File: src/ma_pkg.sv
/* Shared widths, control types and function codes of the MA stage.
   Function codes follow RISC-V funct3 for loads; BRU codes are local to this core. */

package ma_pkg;

    // Datapath and address width
    parameter int XLEN = 32;

    // Register-file address
    typedef logic [4:0] rf_add_t;

    // Instruction function field, funct3 for loads
    typedef logic [2:0] f_part_t;

    // Instruction control, all zero means empty slot
    typedef struct packed {
        logic reg_dest;     // Result goes to the register file
        logic rvc;          // Compressed instruction, 2-byte step
        logic unit_alu;     // Executed by the ALU
        logic unit_lsu;     // Load or store through the LSU
        logic unit_bru;     // Branch or jump
    } ictrl_t;

    // Misconduct carried along with the instruction
    typedef enum logic [1:0] {
        IMISCON_FREE = 2'b00,   // Clean instruction
        IMISCON_DSCR = 2'b01,   // Discarded earlier, restart at this point
        IMISCON_FERR = 2'b10    // Fetch bus error, restart at this point
    } imiscon_t;

    // Load info kept for the WB half
    typedef struct packed {
        f_part_t    f;          // Load function
        logic [1:0] offset;     // Byte offset inside the word
    } ld_info_t;

    // Load functions
    parameter f_part_t F_LB  = 3'b000;
    parameter f_part_t F_LH  = 3'b001;
    parameter f_part_t F_LW  = 3'b010;
    parameter f_part_t F_LBU = 3'b100;
    parameter f_part_t F_LHU = 3'b101;

    // BRU conditional branch; every other BRU code is a jump
    parameter f_part_t F_BRANCH = 3'b001;

    // Address increments
    parameter logic [2:0] PC_INCR_STD = 3'd4;
    parameter logic [2:0] PC_INCR_RVC = 3'd2;

endpackage

File: src/branch_unit.sv
/* Condition outcome arrives in cond_val_i bit 0; jumps carry the target there instead.
   Only the taken direction is checked against the prediction. */

module branch_unit (
    input  logic                    active_i,   // BRU instruction in MA
    input  ma_pkg::f_part_t         f_i,
    input  logic [ma_pkg::XLEN-1:0] cond_val_i, // Condition bit or jump target
    input  logic                    pred_i,     // Predicted taken
    input  logic [ma_pkg::XLEN-1:0] tadd_i,     // Branch target from EX
    output logic                    taken_o,
    output logic [ma_pkg::XLEN-1:0] target_o,
    output logic                    redirect_o  // Misprediction
);

    logic is_branch;

    assign is_branch = (f_i == ma_pkg::F_BRANCH);

    // Jumps always taken
    assign taken_o = active_i & (is_branch ? cond_val_i[0] : 1'b1);

    // Jump target has its lowest bit cleared
    assign target_o = is_branch ? tadd_i : {cond_val_i[ma_pkg::XLEN-1:1], 1'b0};

    assign redirect_o = active_i & (taken_o ^ pred_i);

endmodule

File: src/lsu_decoder.sv
/* Little-endian lanes. A misaligned offset is not checked, the word is just shifted. */

module lsu_decoder (
    input  logic [ma_pkg::XLEN-1:0] data_i,     // Bus word
    input  ma_pkg::ld_info_t        ld_info_i,  // Function and byte offset
    output logic [ma_pkg::XLEN-1:0] data_o      // Register-file value
);

    logic [ma_pkg::XLEN-1:0] shifted;

    // Bring the addressed byte to lane 0
    assign shifted = data_i >> {ld_info_i.offset, 3'b000};

    always_comb begin
        case (ld_info_i.f)
            ma_pkg::F_LB:  data_o = {{(ma_pkg::XLEN-8){shifted[7]}}, shifted[7:0]};
            ma_pkg::F_LBU: data_o = {{(ma_pkg::XLEN-8){1'b0}}, shifted[7:0]};
            ma_pkg::F_LH:  data_o = {{(ma_pkg::XLEN-16){shifted[15]}}, shifted[15:0]};
            ma_pkg::F_LHU: data_o = {{(ma_pkg::XLEN-16){1'b0}}, shifted[15:0]};
            ma_pkg::F_LW:  data_o = shifted;
            default:       data_o = shifted;        // Unknown code treated as word
        endcase
    end

endmodule

File: src/ma_restart_fsm.sv
/* INIT lasts one cycle after reset release; LOCKED is left only by reset.
   A restart always wins over a stall. */

module ma_restart_fsm #(
    parameter int RST_MAX = 4
) (
    input  logic             s_clk_i,
    input  logic             arst_n_i,
    input  ma_pkg::ictrl_t   ictrl_i,           // Instruction in MA
    input  ma_pkg::imiscon_t imiscon_i,
    input  logic             lsu_ready_i,
    input  logic             lsu_busy_i,
    input  logic             lsu_hresp_i,
    input  logic             redirect_i,        // Misprediction from the BRU
    output logic             init_o,
    output logic             restart_o,
    output logic             advance_o,
    output logic             stall_o,
    output logic             flush_o,
    output logic             pred_disable_o,
    output logic             hrdmax_rst_o
);

    typedef enum logic [1:0] {
        ST_INIT,        // Restart to boot address
        ST_RUN,         // Normal flow
        ST_RECOVER,     // Restarted, nothing retired yet
        ST_LOCKED       // Degraded mode
    } state_t;

    state_t state, state_nxt;
    logic   prior_rst;      // Restart requested before MA
    logic   trans_rst;      // Bus error on an intended transfer
    logic   berr_rst;       // Bus error with no LSU op in MA
    logic   active;
    logic   at_max;

    assign init_o    = (state == ST_INIT);
    assign active    = (ictrl_i != '0);                          // Slot holds an instruction
    assign prior_rst = (imiscon_i == ma_pkg::IMISCON_DSCR);
    assign trans_rst = (imiscon_i == ma_pkg::IMISCON_FERR) | (lsu_hresp_i & ictrl_i.unit_lsu);
    assign berr_rst  = lsu_hresp_i & ~ictrl_i.unit_lsu;
    assign restart_o = prior_rst | trans_rst | berr_rst | init_o;

    // Extended data-bus transfer, masked by restart
    assign stall_o   = ictrl_i.unit_lsu & (~lsu_ready_i | lsu_busy_i) & ~restart_o;
    assign advance_o = active & ~stall_o & ~restart_o;
    assign flush_o   = restart_o | (advance_o & redirect_i);

    assign hrdmax_rst_o   = (state == ST_LOCKED);
    assign pred_disable_o = (state == ST_LOCKED);   // No prediction once degraded

    // Consecutive restarts, cleared by retirement
    restart_counter #(
        .RST_MAX(RST_MAX)
    ) u_restart_counter (
        .s_clk_i (s_clk_i),
        .arst_n_i(arst_n_i),
        .inc_i   (restart_o & ~init_o),  // Boot restart not counted
        .clr_i   (advance_o),
        .at_max_o(at_max)
    );

    always_comb begin
        state_nxt = state;
        case (state)
            ST_INIT:    state_nxt = ST_RUN;
            ST_RUN: begin
                if (at_max)         state_nxt = ST_LOCKED;
                else if (restart_o) state_nxt = ST_RECOVER;
            end
            ST_RECOVER: begin
                if (at_max)         state_nxt = ST_LOCKED;
                else if (advance_o) state_nxt = ST_RUN;      // Something retired
            end
            default:    state_nxt = ST_LOCKED;               // Held until reset
        endcase
    end

    always_ff @(posedge s_clk_i or negedge arst_n_i) begin
        if (!arst_n_i) state <= ST_INIT;
        else           state <= state_nxt;
    end

endmodule

File: src/ma_stage.sv
/* Memory-access stage, single datapath. Stall, flush and LSU status are plain levels.
   RST_MAX consecutive restarts without retirement lock the stage in degraded mode. */

module ma_stage #(
    parameter int RST_MAX = 4                           // Restarts before degraded mode
) (
    input  logic                     s_clk_i,           // Clock
    input  logic                     arst_n_i,          // Async reset, active low
    input  logic [ma_pkg::XLEN-1:0]  boot_addr_i,       // Boot address

    // Instruction record from EX
    input  ma_pkg::ictrl_t           exma_ictrl_i,      // Instruction control
    input  ma_pkg::imiscon_t         exma_imiscon_i,    // Misconduct
    input  ma_pkg::f_part_t          exma_f_i,          // Function
    input  ma_pkg::rf_add_t          exma_rd_i,         // Destination register
    input  logic [ma_pkg::XLEN-1:0]  exma_val_i,        // EX result, address or jump target
    input  logic                     exma_pred_i,       // Predicted taken
    input  logic [ma_pkg::XLEN-1:0]  exma_tadd_i,       // Conditional branch target

    // LSU
    input  logic [ma_pkg::XLEN-1:0]  lsu_data_i,        // Read data
    input  logic                     lsu_ready_i,       // Transfer done
    input  logic                     lsu_busy_i,        // Cannot take a new request
    input  logic                     lsu_hresp_i,       // Data bus error

    // Pipeline control
    output logic                     stall_o,           // Stall lower stages
    output logic                     flush_o,           // Flush lower stages
    output logic [ma_pkg::XLEN-1:0]  toc_addr_o,        // Transfer-of-control address

    // MA/WB register
    output ma_pkg::ictrl_t           mawb_ictrl_o,
    output ma_pkg::rf_add_t          mawb_rd_o,
    output logic [ma_pkg::XLEN-1:0]  mawb_val_o,

    output logic                     pred_disable_o,    // Disable prediction
    output logic                     hrdmax_rst_o       // Restart limit reached
);

    logic                    init;          // First cycle after reset
    logic                    restart;       // Pipeline restart this cycle
    logic                    advance;       // Instruction leaves MA
    logic                    taken;
    logic                    redirect;      // Taken differs from prediction
    logic [ma_pkg::XLEN-1:0] target;
    logic [ma_pkg::XLEN-1:0] next_pc;       // Link value

    // Restart causes, stall, flush and degraded mode
    ma_restart_fsm #(
        .RST_MAX(RST_MAX)
    ) u_restart_fsm (
        .s_clk_i       (s_clk_i),
        .arst_n_i      (arst_n_i),
        .ictrl_i       (exma_ictrl_i),
        .imiscon_i     (exma_imiscon_i),
        .lsu_ready_i   (lsu_ready_i),
        .lsu_busy_i    (lsu_busy_i),
        .lsu_hresp_i   (lsu_hresp_i),
        .redirect_i    (redirect),
        .init_o        (init),
        .restart_o     (restart),
        .advance_o     (advance),
        .stall_o       (stall_o),
        .flush_o       (flush_o),
        .pred_disable_o(pred_disable_o),
        .hrdmax_rst_o  (hrdmax_rst_o)
    );

    branch_unit u_branch_unit (
        .active_i  (exma_ictrl_i.unit_bru),
        .f_i       (exma_f_i),
        .cond_val_i(exma_val_i),
        .pred_i    (exma_pred_i),
        .tadd_i    (exma_tadd_i),
        .taken_o   (taken),
        .target_o  (target),
        .redirect_o(redirect)
    );

    reset_point u_reset_point (
        .s_clk_i    (s_clk_i),
        .arst_n_i   (arst_n_i),
        .boot_addr_i(boot_addr_i),
        .init_i     (init),
        .restart_i  (restart),
        .advance_i  (advance),
        .rvc_i      (exma_ictrl_i.rvc),
        .taken_i    (taken),
        .target_i   (target),
        .toc_addr_o (toc_addr_o),
        .next_pc_o  (next_pc)
    );

    mawb_stage u_mawb_stage (
        .s_clk_i     (s_clk_i),
        .arst_n_i    (arst_n_i),
        .advance_i   (advance),
        .ictrl_i     (exma_ictrl_i),
        .f_i         (exma_f_i),
        .rd_i        (exma_rd_i),
        .ex_val_i    (exma_val_i),
        .lsu_data_i  (lsu_data_i),
        .next_pc_i   (next_pc),
        .mawb_ictrl_o(mawb_ictrl_o),
        .mawb_rd_o   (mawb_rd_o),
        .mawb_val_o  (mawb_val_o)
    );

endmodule

File: src/mawb_stage.sv
/* MA/WB pipeline register. Only ictrl has reset and is zeroed in cycles without advance;
   value, rd and load info keep their last advanced contents. */

module mawb_stage (
    input  logic                    s_clk_i,
    input  logic                    arst_n_i,
    input  logic                    advance_i,      // Instruction leaves MA
    input  ma_pkg::ictrl_t          ictrl_i,
    input  ma_pkg::f_part_t         f_i,
    input  ma_pkg::rf_add_t         rd_i,
    input  logic [ma_pkg::XLEN-1:0] ex_val_i,       // EX result or load address
    input  logic [ma_pkg::XLEN-1:0] lsu_data_i,     // Raw bus word
    input  logic [ma_pkg::XLEN-1:0] next_pc_i,      // Link address
    output ma_pkg::ictrl_t          mawb_ictrl_o,
    output ma_pkg::rf_add_t         mawb_rd_o,
    output logic [ma_pkg::XLEN-1:0] mawb_val_o
);

    logic [ma_pkg::XLEN-1:0] write_val;
    logic [ma_pkg::XLEN-1:0] val_q;
    logic [ma_pkg::XLEN-1:0] ld_data;
    ma_pkg::ld_info_t        ldi_d;
    ma_pkg::ld_info_t        ldi_q;

    // Result of the MA half
    always_comb begin
        if (ictrl_i.unit_lsu)      write_val = lsu_data_i;
        else if (ictrl_i.unit_bru) write_val = next_pc_i;
        else                       write_val = ex_val_i;
    end

    assign ldi_d.f      = f_i;
    assign ldi_d.offset = ex_val_i[1:0];    // Byte lane of the access

    // Empty slot unless something advanced
    always_ff @(posedge s_clk_i or negedge arst_n_i) begin
        if (!arst_n_i) mawb_ictrl_o <= '0;
        else           mawb_ictrl_o <= advance_i ? ictrl_i : '0;
    end

    always_ff @(posedge s_clk_i) begin
        if (advance_i) begin
            val_q     <= write_val;
            mawb_rd_o <= rd_i;
            ldi_q     <= ldi_d;
        end
    end

    // WB half, load formatting
    lsu_decoder u_lsu_decoder (
        .data_i   (val_q),
        .ld_info_i(ldi_q),
        .data_o   (ld_data)
    );

    assign mawb_val_o = mawb_ictrl_o.unit_lsu ? ld_data : val_q;

endmodule

File: src/reset_point.sv
/* Reset point is the address of the instruction in MA.
   It moves only on advance, so it holds through stalls and restarts. */

module reset_point (
    input  logic                    s_clk_i,
    input  logic                    arst_n_i,
    input  logic [ma_pkg::XLEN-1:0] boot_addr_i,
    input  logic                    init_i,      // Restart to boot address
    input  logic                    restart_i,
    input  logic                    advance_i,
    input  logic                    rvc_i,       // Compressed instruction
    input  logic                    taken_i,
    input  logic [ma_pkg::XLEN-1:0] target_i,
    output logic [ma_pkg::XLEN-1:0] toc_addr_o,
    output logic [ma_pkg::XLEN-1:0] next_pc_o    // Sequential address, link value
);

    logic [ma_pkg::XLEN-1:0] rst_point;
    logic [ma_pkg::XLEN-1:0] new_point;
    logic [2:0]              pc_incr;

    assign pc_incr   = rvc_i ? ma_pkg::PC_INCR_RVC : ma_pkg::PC_INCR_STD;
    assign next_pc_o = rst_point + ma_pkg::XLEN'(pc_incr);
    assign new_point = taken_i ? target_i : next_pc_o;     // Where the next instruction lives

    // Boot first, then current point on restart
    always_comb begin
        if (init_i)         toc_addr_o = boot_addr_i;
        else if (restart_i) toc_addr_o = rst_point;
        else                toc_addr_o = new_point;
    end

    always_ff @(posedge s_clk_i or negedge arst_n_i) begin
        if (!arst_n_i) begin
            rst_point <= '0;
        end else if (init_i) begin
            rst_point <= boot_addr_i;
        end else if (advance_i) begin
            rst_point <= new_point;
        end
    end

endmodule

File: src/restart_counter.sv
/* Saturates at RST_MAX. Clear wins over increment. */

module restart_counter #(
    parameter int RST_MAX = 4
) (
    input  logic s_clk_i,
    input  logic arst_n_i,
    input  logic inc_i,         // Restart outside INIT
    input  logic clr_i,         // Instruction retired
    output logic at_max_o       // Limit reached
);

    localparam int CW = $clog2(RST_MAX + 1);   // Enough to hold RST_MAX itself

    logic [CW-1:0] cnt;

    assign at_max_o = (cnt == CW'(RST_MAX));

    always_ff @(posedge s_clk_i or negedge arst_n_i) begin
        if (!arst_n_i) begin
            cnt <= '0;
        end else if (clr_i) begin
            cnt <= '0;
        end else if (inc_i && !at_max_o) begin
            cnt <= cnt + 1'b1;              // Stop at the limit
        end
    end

endmodule

File: config.mk
export PLATFORM = sky130hd
export DESIGN_NAME = ma_stage
export DESIGN_NICKNAME = d
export VERILOG_FILES = /design/src/ma_pkg.sv /design/src/branch_unit.sv /design/src/lsu_decoder.sv /design/src/ma_restart_fsm.sv /design/src/ma_stage.sv /design/src/mawb_stage.sv /design/src/reset_point.sv /design/src/restart_counter.sv
export SDC_FILE = /design/constraint.sdc
export NUM_CORES = 1
export LEC_CHECK = 0
export ABC_CLOCK_PERIOD_IN_PS = 10300
export BUFFER_PORTS_ARGS = -buffer_cell sky130_fd_sc_hd__buf_2
export CELL_PAD_IN_SITES_DETAIL_PLACEMENT = 1
export CELL_PAD_IN_SITES_GLOBAL_PLACEMENT = 1
export CORE_ASPECT_RATIO = 2
export CORE_UTILIZATION = 30
export CTS_BUF_LIST = sky130_fd_sc_hd__clkbuf_4 sky130_fd_sc_hd__clkbuf_8
export CTS_CLUSTER_DIAMETER = 80
export CTS_CLUSTER_SIZE = 8
export DETAILED_ROUTE_END_ITERATION = 8
export PLACE_DENSITY = 0.79
export SETUP_SLACK_MARGIN = 0.4
export SLEW_MARGIN = 10
export SYNTH_ARGS = -nofsm -noshare
export SYNTH_HDL_FRONTEND = slang
export SYNTH_SLANG_ARGS = --single-unit
File: constraint.sdc
create_clock -name s_clk_i -period 10.3 [get_ports s_clk_i]
set_input_delay 2.06 -clock s_clk_i [delete_from_list [all_inputs] [get_ports s_clk_i]]
set_output_delay 2.06 -clock s_clk_i [all_outputs]
set_load 0.1 [all_outputs]
-- After elaboration in Yosys (flattened, before gate mapping)
Cells that the tools add are included.
- logic and storage cells: 77
- flip-flop bits (word level): 84
- input port bits: 149
- output and inout port bits: 78
- add/sub/neg operators: 2
- equality and inequality tests: 12
- multiplexer cells: 20
- reduce and logical (&&, ||, !) cells: 8
- shift-type cells: 1
- bitwise logic cells: 22
- operators with widths (operator ; number):
    two-way mux 32 bit ; 9
    one-hot mux 32 bit (4 select lines) ; 1
    adder 32 x 3 -> 32 bit ; 1
    right shift 32 x 5 -> 32 bit ; 1
    bitwise AND 1 bit ; 10
    equality test 3 bit, second input constant ; 3
    two-way mux 3 bit ; 3
    two-way mux 2 bit ; 4
    equality test 2 bit, second input constant ; 3
    equality test 3 x 1 -> 1 bit, second input constant ; 2
    inequality test 3 x 2 -> 1 bit, second input constant ; 2
    OR 1 bit ; 6
    one-hot mux 2 bit (3 select lines) ; 1
    two-way mux 5 bit ; 1
    inverter 1 bit ; 5
    nonzero test 5 bit ; 1
    equality test 2 x 1 -> 1 bit, second input constant ; 2
    nonzero test 2 bit ; 2
    adder 3 x 1 -> 3 bit, second input constant ; 1
    logical NOT 3 bit ; 1
    logical NOT 2 bit ; 1
    AND reduction 2 bit ; 1
    logical AND 1 bit ; 1
    logical NOT 1 bit ; 1
    other kinds (2) ; 2

-- Depth between registers and ports, before layout
Gate-level depths: netlist (run 1).
- word-level depth: 13
- gate-level depth with buffers: 10
- gate-level depth less buffers: 8

-- By module
A second synthesis (run 1) with hierarchy kept.
- cells, all modules: 861
- area total of the unflattened synthesis: 7597.3 um2
- by module, submodules not included (module ; instances ; area each (um2) ; sequential area each (um2) ; cells an instance):
    reset_point ; 1 ; 3387.0 ; 800.8 ; 473
    mawb_stage ; 1 ; 2668.8 ; 1386.3 ; 195
    lsu_decoder ; 1 ; 694.4 ; 0.0 ; 107
    branch_unit ; 1 ; 442.9 ; 0.0 ; 41
    ma_restart_fsm ; 1 ; 206.4 ; 50.0 ; 27
    restart_counter ; 1 ; 197.7 ; 75.1 ; 18

-- Worst setup path after synthesis (run 1)
No wires, ideal clock.
- path type: input port to output port
- start: input exma_ictrl_i[3] (netlist name)
- end: output toc_addr_o[25] (netlist name)
- data required time: 8240 ps
- arrival time: 6268 ps
- cell stages on the path: 10
- slack: 1972 ps
- path buffers: 2
- cell sequence: ha_1 > inv_1 > fa_1 > nand3b_1 > or4_1 > clkbuf_1 > buf_2 > nor4_2 > nor3_1 > o31ai_1
- cells in the longest elaborated chain, start to end: 5
- ends and longest elaborated chain (element ; line ; RTL):
    start: declaration ; ma_stage.sv:12 ; input ma_pkg::ictrl_t exma_ictrl_i,
    two-way mux 3 bit ; reset_point.sv:22 ; assign pc_incr = rvc_i ? ma_pkg::PC_INCR_RVC : ma_pkg::PC_INCR_STD;
    adder 32 x 3 -> 32 bit ; reset_point.sv:23 ; assign next_pc_o = rst_point + ma_pkg::XLEN'(pc_incr);
    two-way mux 32 bit ; reset_point.sv:24 ; assign new_point = taken_i ? target_i : next_pc_o;
    two-way mux 32 bit ; reset_point.sv:29 ; else if (restart_i) toc_addr_o = rst_point;
    two-way mux 32 bit ; reset_point.sv:28 ; if (init_i) toc_addr_o = boot_addr_i;
    end: declaration ; ma_stage.sv:29 ; output logic [ma_pkg::XLEN-1:0] toc_addr_o,
No other way between the ends.

-- Worst setup path after layout (run 1)
- start: input exma_ictrl_i[3] (netlist name)
- end: output toc_addr_o[27] (netlist name)
Same word-level chain as after synthesis.

==> qor.txt, run 1 <==
status = completed
Post-synth EDFFs = 42
Required @ worst endpoint = 8240 ps
Core Area = 0.0217 mm²
number of routed nets with antenna violations = 0
Critical Path Start Type = input port
Post-Synth Adder-Cell Area = 0.0105
main area contributors after synthesis = edfxtp_1 19%, dfrtp_1 16%, nand2_1 7.2%
Synth top area share = 0.189
total of warnings raised by yosys = 0
Die Height = 213 µm
Avg Inst Size Synth = 8.05 µm²
post-synthesis sequential area ratio = 0.346
Compound-Gate Fraction of Synth Area = 0.281
RSZ-0062 raised after global routing = no
P_leak = 3.62 nW
GRT Total Usage = 0.257
largest family of logic cells by synthesized area = compound AO/OA/AOI/OAI gates
Routed Wire Length = 28,900 µm
Cell Count, Final, Fillers Out = 1,296
hold endpoint = u_restart_fsm.u_restart_counter.cnt[1]
grt ovf = 0
Distinct cells, synth = 65
P per Cell Area = 188 mW/mm²
Post-Synth XOR/XNOR Area = 0.0157
Logic pwr share = 0.509
row count = 76
cells on worst reg2reg path = 8
Placed Cells = 1,275
Final Cycle Share = 0.718
Sequential Power Share = 0.322
post-cts resize count = 0
largest net degree at the start of global routing = 59
Port Buf Inserts = 226
Clock Path Buffers = 2
WS Path Type = input port to output pin
reg-to-reg critical path startpoint = u_reset_point.rst_point[1]
1st-pass router iterations = 5
hold_buf cts = 0
Final Power = 1.54 mW
multiplexer share of the synthesized area = 0.0461
layout cell share with drive strength beyond 1 = 0.292
R2R Setup Slk = 6830 ps
drt drc = 0
Slew Viols, Final = 0
Starting Density = 0.308
total number of H-tree levels = 3
ys flop type = edfxtp_1
asr flop ratio synth = 0.500
first-pass GRT wire length = 43,800 µm
Worst Hold Class = register to register
fin util = 0.380
Die Span X = 107 µm
Avg WL per Cell = 22.3 µm
WP data arrival = 5340 ps
Setup Viol. Count Final = 0
setup TNS = 0 ps
Setup WS pre-CTS = 2930 ps
initial antenna violation count = 5
Int Pwr = 0.718 mW
leading cell type in the layout, fill and taps excluded = buf_2
DR vias/cell = 5.66
post-synthesis cell count = 829
IO Pins = 227
Placement Cell Area = 0.00802 mm²
Detail Placement HPWL = 22,800 µm
fin area = 0.00823 mm²
Num CTS Buffers = 9
CTS tree = yes
vias = 7,339
Worst Tran Pin Value = 979 ps
via count of the first global-routing pass = 7,537
Worst-path clk slew = 100 ps
GP Congestion = 0.943
FF-to-FF End = u_mawb_stage.val_q[25]
minimum clock period = 7400 ps
setup bufs post-CTS = 0
Sw Pwr = 0.826 mW
syn nets = 983
hold path start = u_restart_fsm.u_restart_counter.cnt[1]
worst setup slack after layout = 2900 ps
Die ar. = 0.0229 mm²
final-stage net count = 1,167
switching part of the total = 0.535
Layout area overhead = 23.3%
Peak Freq = 0.135 GHz
clk_lat worst skew = 410 ps
CP Capture Type = output pin
Slew HR = 0.338
Hold Crit Depth = 2
Iter 0 DRT Violations = 395
clock skew = 14.8 ps
Min Hold Slack = 569 ps
Clk network pwr share = 0.169
most frequent cells in the layout = 226 x buf_2, 128 x nand2_1, 61 x nor2_1, 51 x o21ai_0
Post-Synthesis Cell Area = 0.00668 mm²
post-synthesis simple-gate area fraction = 0.244
worst vdd ir = 0.0000940 V
Yosys top cell by area = edfxtp_1
CTS sink cnt = 84
post-synthesis register bit count = 84
Root Buffer = clkbuf_8
max cap viols = 0
Hold Vio Cnt, Final = 0
Worst Path Max Fanout = 15
[state kept, by name, indices dropped and copies added, names as in the netlist]
signal,count
u_restart_fsm.u_restart_counter.cnt,3
u_reset_point.rst_point,32
u_mawb_stage.mawb_rd_o,5
u_restart_fsm.state,2
u_mawb_stage.mawb_ictrl_o,5
u_mawb_stage.ldi_q,5
u_mawb_stage.val_q,32
[how the worst max path moves through the flow]
stage                               start        endpoint  slack (ps)  cells past startpoint
after floorplan           exma_ictrl_i[3]  toc_addr_o[25]        1970                     10
after global routing      exma_ictrl_i[3]  toc_addr_o[27]        2730                     10
after global placement    exma_ictrl_i[3]  toc_addr_o[27]        2980                     10
after detailed placement  exma_ictrl_i[3]  toc_addr_o[27]        2930                     10
final                     exma_ictrl_i[3]  toc_addr_o[27]        2900                     10
after CTS                 exma_ictrl_i[3]  toc_addr_o[27]        2910                     10
[power by group through the flow]
| stage | Sequential (mW) | Combinational (mW) | Clock (mW) |
|---|---|---|---|
| 4_1_cts | 0.493 | 0.788 | 0.266 |
| 6_report | 0.497 | 0.787 | 0.261 |
| 3_3_place_gp | 0.497 | 0.774 | 0 |
| 3_5_place_dp | 0.500 | 0.785 | 0 |
| 2_1_floorplan | 0.481 | 0.611 | 0 |
| 5_1_grt | 0.504 | 0.831 | 0.277 |
[synthesized netlist by cell type, drive strengths merged (4+ instances only)]
cell type / instances
o311ai: 5
mux2i: 24
nor2: 63
nor3: 15
a311o: 5
or3: 7
edfxtp: 42
o22a: 8
o31a: 7
nand2: 128
a21o: 25
xnor2: 8
a211oi: 11
xor2: 4
or2: 7
a311oi: 8
a31oi: 31
a222oi: 4
a31o: 6
buf: 11
and2: 28
o21a: 5
o21ai: 52
o211ai: 5
nand3: 30
a221o: 11
inv: 25
o31ai: 19
a2111oi: 4
nand4: 8
or4: 7
and3: 13
mux2: 4
a22oi: 7
a21oi: 42
o221a: 7
clkbuf: 60
nor4: 11
dfrtp: 42
ha: 4
[cell type report]
| cell class | instances | area [µm²] |
|---|---|---|
| repair buffers | 244 | 1270 |
| multi-input cells | 649 | 4000 |
| clock buffers | 9 | 124 |
| clock inverters | 7 | 78.8 |
| fillers | 2723 | 13400 |
| inverters | 25 | 93.8 |
| well taps | 273 | 342 |
| flip-flops and latches | 84 | 2310 |
| diodes | 5 | 12.5 |
[logic make-up (layout without fill, tap and decap cells)]
family          count (synthesis)  after routing
simple gates                  334            334
buf+inv                        96            285
compound gates                269            269
other cells                     0              5
fa+ha+maj                       5              5
xor+xnor                       12             12
flops                          84             84
mux                            29             29
[routing by layer]
layer	track usage	share of wire	wire [µm]
met1	0.293	0.39	11200
met2	0.459	0.53	15300
met5	0	0.00062	18
met4	0.137	0.043	1230
met3	0.0333	0.042	1220
[critical path, stage by stage]
cell and delay [ps]:
buf_2 150, ha_1 200, inv_1 60, fa_1 400, nand3b_1 320, or4_1 750
or3_1 500, a31o_2 250, o211ai_1 180, buf_2 470
(Power assumes the default switching activity.)
==> run 2: changes to the inputs <==
ABC_CLOCK_PERIOD_IN_PS = 7400   (was 10300)
clock period = 7.4 ns   (was 10.3 ns; I/O delays follow)
==> run 2 against run 1 <==
Compared with the run above: non-clock buffer count is the same; flip-flop and latch count is the same; sequential power grew 39%; global-route usage shrank 0.11 points; die area is the same; combinational power grew 39%; setup slack lost 1700 ps; clock power grew 54%; power grew 42%; final cell count grew 0.23%; largest cell class unchanged; highest routed layer is now met4.
==> qor.txt, run 2 (synthesis gave the netlist of run 1 again) <==
Num CTS Buffers = 9 (unchanged)
Avg WL per Cell = 22.5 µm (+0.59%)
clock skew = 13.2 ps (-1.63 ps)
Critical Path Start Type = input port
first-pass GRT wire length = 43,600 µm (-0.49%)
most frequent cells in the layout = 226 x buf_2, 128 x nand2_1, 61 x nor2_1, 49 x o21ai_0
RSZ-0062 raised after global routing = no
reg-to-reg critical path startpoint = u_reset_point.rst_point[1]
hold endpoint = u_restart_fsm.u_restart_counter.cnt[1]
number of routed nets with antenna violations = 0 (unchanged)
top flop regs = u_mawb_stage.val_q x32, u_reset_point.rst_point x32
grt ovf = 0 (unchanged)
Worst Path Max Fanout = 15 (unchanged)
WL met2 = 15,200 µm (-0.54%)
hold path start = u_restart_fsm.u_restart_counter.cnt[1]
worst vdd ir = 0.000157 V (+67%)
GP Congestion = 0.963 (+2.1%)
Layout area overhead = 23.9%
hold_buf cts = 0 (unchanged)
CP max stage delay = 770 ps (+20 ps)
setup bufs post-CTS = 0 (unchanged)
via count of the first global-routing pass = 7,470 (-0.89%)
Core Area = 0.0217 mm² (unchanged)
status = completed
Starting Density = 0.308 (unchanged)
setup TNS = 0 ps (unchanged)
Hold Crit Depth = 2 (unchanged)
Worst Tran Pin Value = 971 ps (-8.33 ps)
Die Span X = 107 µm (unchanged)
Peak Freq = 0.160 GHz
drt drc = 0 (unchanged)
Root Buffer = clkbuf_8
IO Pins = 227 (unchanged)
GRT Total Usage = 0.256 (-0.00106)
minimum clock period = 6250 ps
total number of H-tree levels = 3 (unchanged)
Hold Vio Cnt, Final = 0 (unchanged)
Required @ worst endpoint = 5920 ps (-2320 ps)
FF-to-FF End = u_mawb_stage.val_q[25]
DR WL met3 = 1060 µm (-13%)
Worst path slowest cell = or4_1
CTS tree = yes
DR vias/cell = 5.70 (+0.63%)
Setup Viol. Count Final = 0 (unchanged)
Top Metal Used = met4
1st-pass router iterations = 7 (+2)
CP Capture Type = output pin
layout cell share with drive strength beyond 1 = 0.293 (+0.000982)
CTS sink cnt = 84 (unchanged)
Final Cycle Share = 0.844
Die ar. = 0.0229 mm² (unchanged)
post-cts resize count = 0 (unchanged)
P per Cell Area = 265 mW/mm² (+41%)
Worst-path clk slew = 100 ps (about the same)
leading cell type in the layout, fill and taps excluded = buf_2
clk_lat worst skew = 410 ps (about the same)
R2R Setup Slk = 3890 ps (-2940 ps)
met1 WL = 11,400 µm (+2.5%)
Final Power = 2.19 mW (+42%)
Die Height = 213 µm (unchanged)
CP top delay family = simple AND/OR/NAND/NOR gates
initial antenna violation count = 8 (+3)
row count = 76 (unchanged)
Routed Wire Length = 29,200 µm (+0.82%)
WS Path Type = input port to output pin
Iter 0 DRT Violations = 476 (+21%)
worst path cell trace = buf_2, ha_1, inv_1, fa_1, nand3b_1, or4_1, or3_1, a31oi_1, a221o_1, buf_2
largest net degree at the start of global routing = 58 (-1.7%)
final-stage net count = 1,167 (unchanged)
P_leak = 3.63 nW (+0.24%)
cell repeated most along the worst path = buf_2
WP data arrival = 4770 ps (-570 ps)
worst path bufs/invs = 3 (unchanged)
max cap viols = 0 (unchanged)
Detail Placement HPWL = 23,100 µm (+1.4%)
Worst Hold Class = register to register
Port Buf Inserts = 226 (unchanged)
vias = 7,402 (+0.86%)
Clock Path Buffers = 2 (unchanged)
Slew HR = 0.344 (+0.00563)
cells on worst reg2reg path = 8 (unchanged)
Slew Viols, Final = 0 (unchanged)
-- run 2: cell count changes in the layout (fill, tap and decap cells not counted) --
cell,previous run,this run
diode_2,5,8
o31ai_1,19,18
inv_6,4,2
clkinv_2,1,0
o21ai_0,51,49
clkinvlp_4,0,1
inv_8,0,1
o21ai_1,1,3
bufinv_16,1,2
o31ai_2,0,1
-- run 2: worst max-delay path by stage --
stage | from | end | slack (ps) | cells after the start
global route | exma_ictrl_i[3] | toc_addr_o[21] | 1020 | 10
CTS | exma_ictrl_i[3] | toc_addr_o[27] | 1170 | 10
global placement | exma_ictrl_i[3] | toc_addr_o[27] | 1230 | 10
floorplan | exma_ictrl_i[3] | toc_addr_o[19] | 410 | 10
finish | exma_ictrl_i[3] | toc_addr_o[21] | 1150 | 10
detailed placement | exma_ictrl_i[3] | toc_addr_o[27] | 1200 | 10
-- run 2: final cells by class --
type                            count  area, µm²
Fill cell                        2726      13400
Multi-Input combinational cell    649       4010
Sequential cell                    84       2310
Timing Repair Buffer              244       1270
Tap cell                          273        342
Clock buffer                        9        124
Clock inverter                      7        105
Inverter                           25       93.8
Antenna cell                        8       20.0
-- run 2: per-layer routing --
layer | track usage | vias up
met5 | 0 | -
met4 | 0.147 | 0
met3 | 0.0284 | 67
met2 | 0.455 | 254
met1 | 0.293 | 3614
li1 | - | 3467
-- run 2: power by group --
part / total, mW / switching (mW) / leakage [nW] / internal [mW]
sequential: 0.692 / 0.120 / 0.911 / 0.571
combinational: 1.09 / 0.827 / 2.61 / 0.268
clock: 0.403 / 0.208 / 0.112 / 0.195
-- run 2: through the flow --
step / utilization / hold WS, ps / instance area (µm²) / setup slack (ps) / instances
after floorplan: - / 514 / 6680 / 407 / 829
after global placement: 0.370 / 532 / 8020 / 1230 / 1275
after detailed placement: 0.370 / 546 / 8020 / 1200 / 1275
after CTS: 0.381 / 561 / 8250 / 1170 / 1291
after global routing: 0.382 / 589 / 8270 / 1020 / 1299
final: 0.382 / 560 / 8270 / 1150 / 1299
-- run 2: worst reg2reg max path: stages (launching register included) --
cell and delay [ps]:
dfrtp_1 420, ha_1 190, inv_1 50, fa_1 390, nand3b_1 340, or4_1 770, o31a_1 430, o311ai_0 560
nand2_1 100
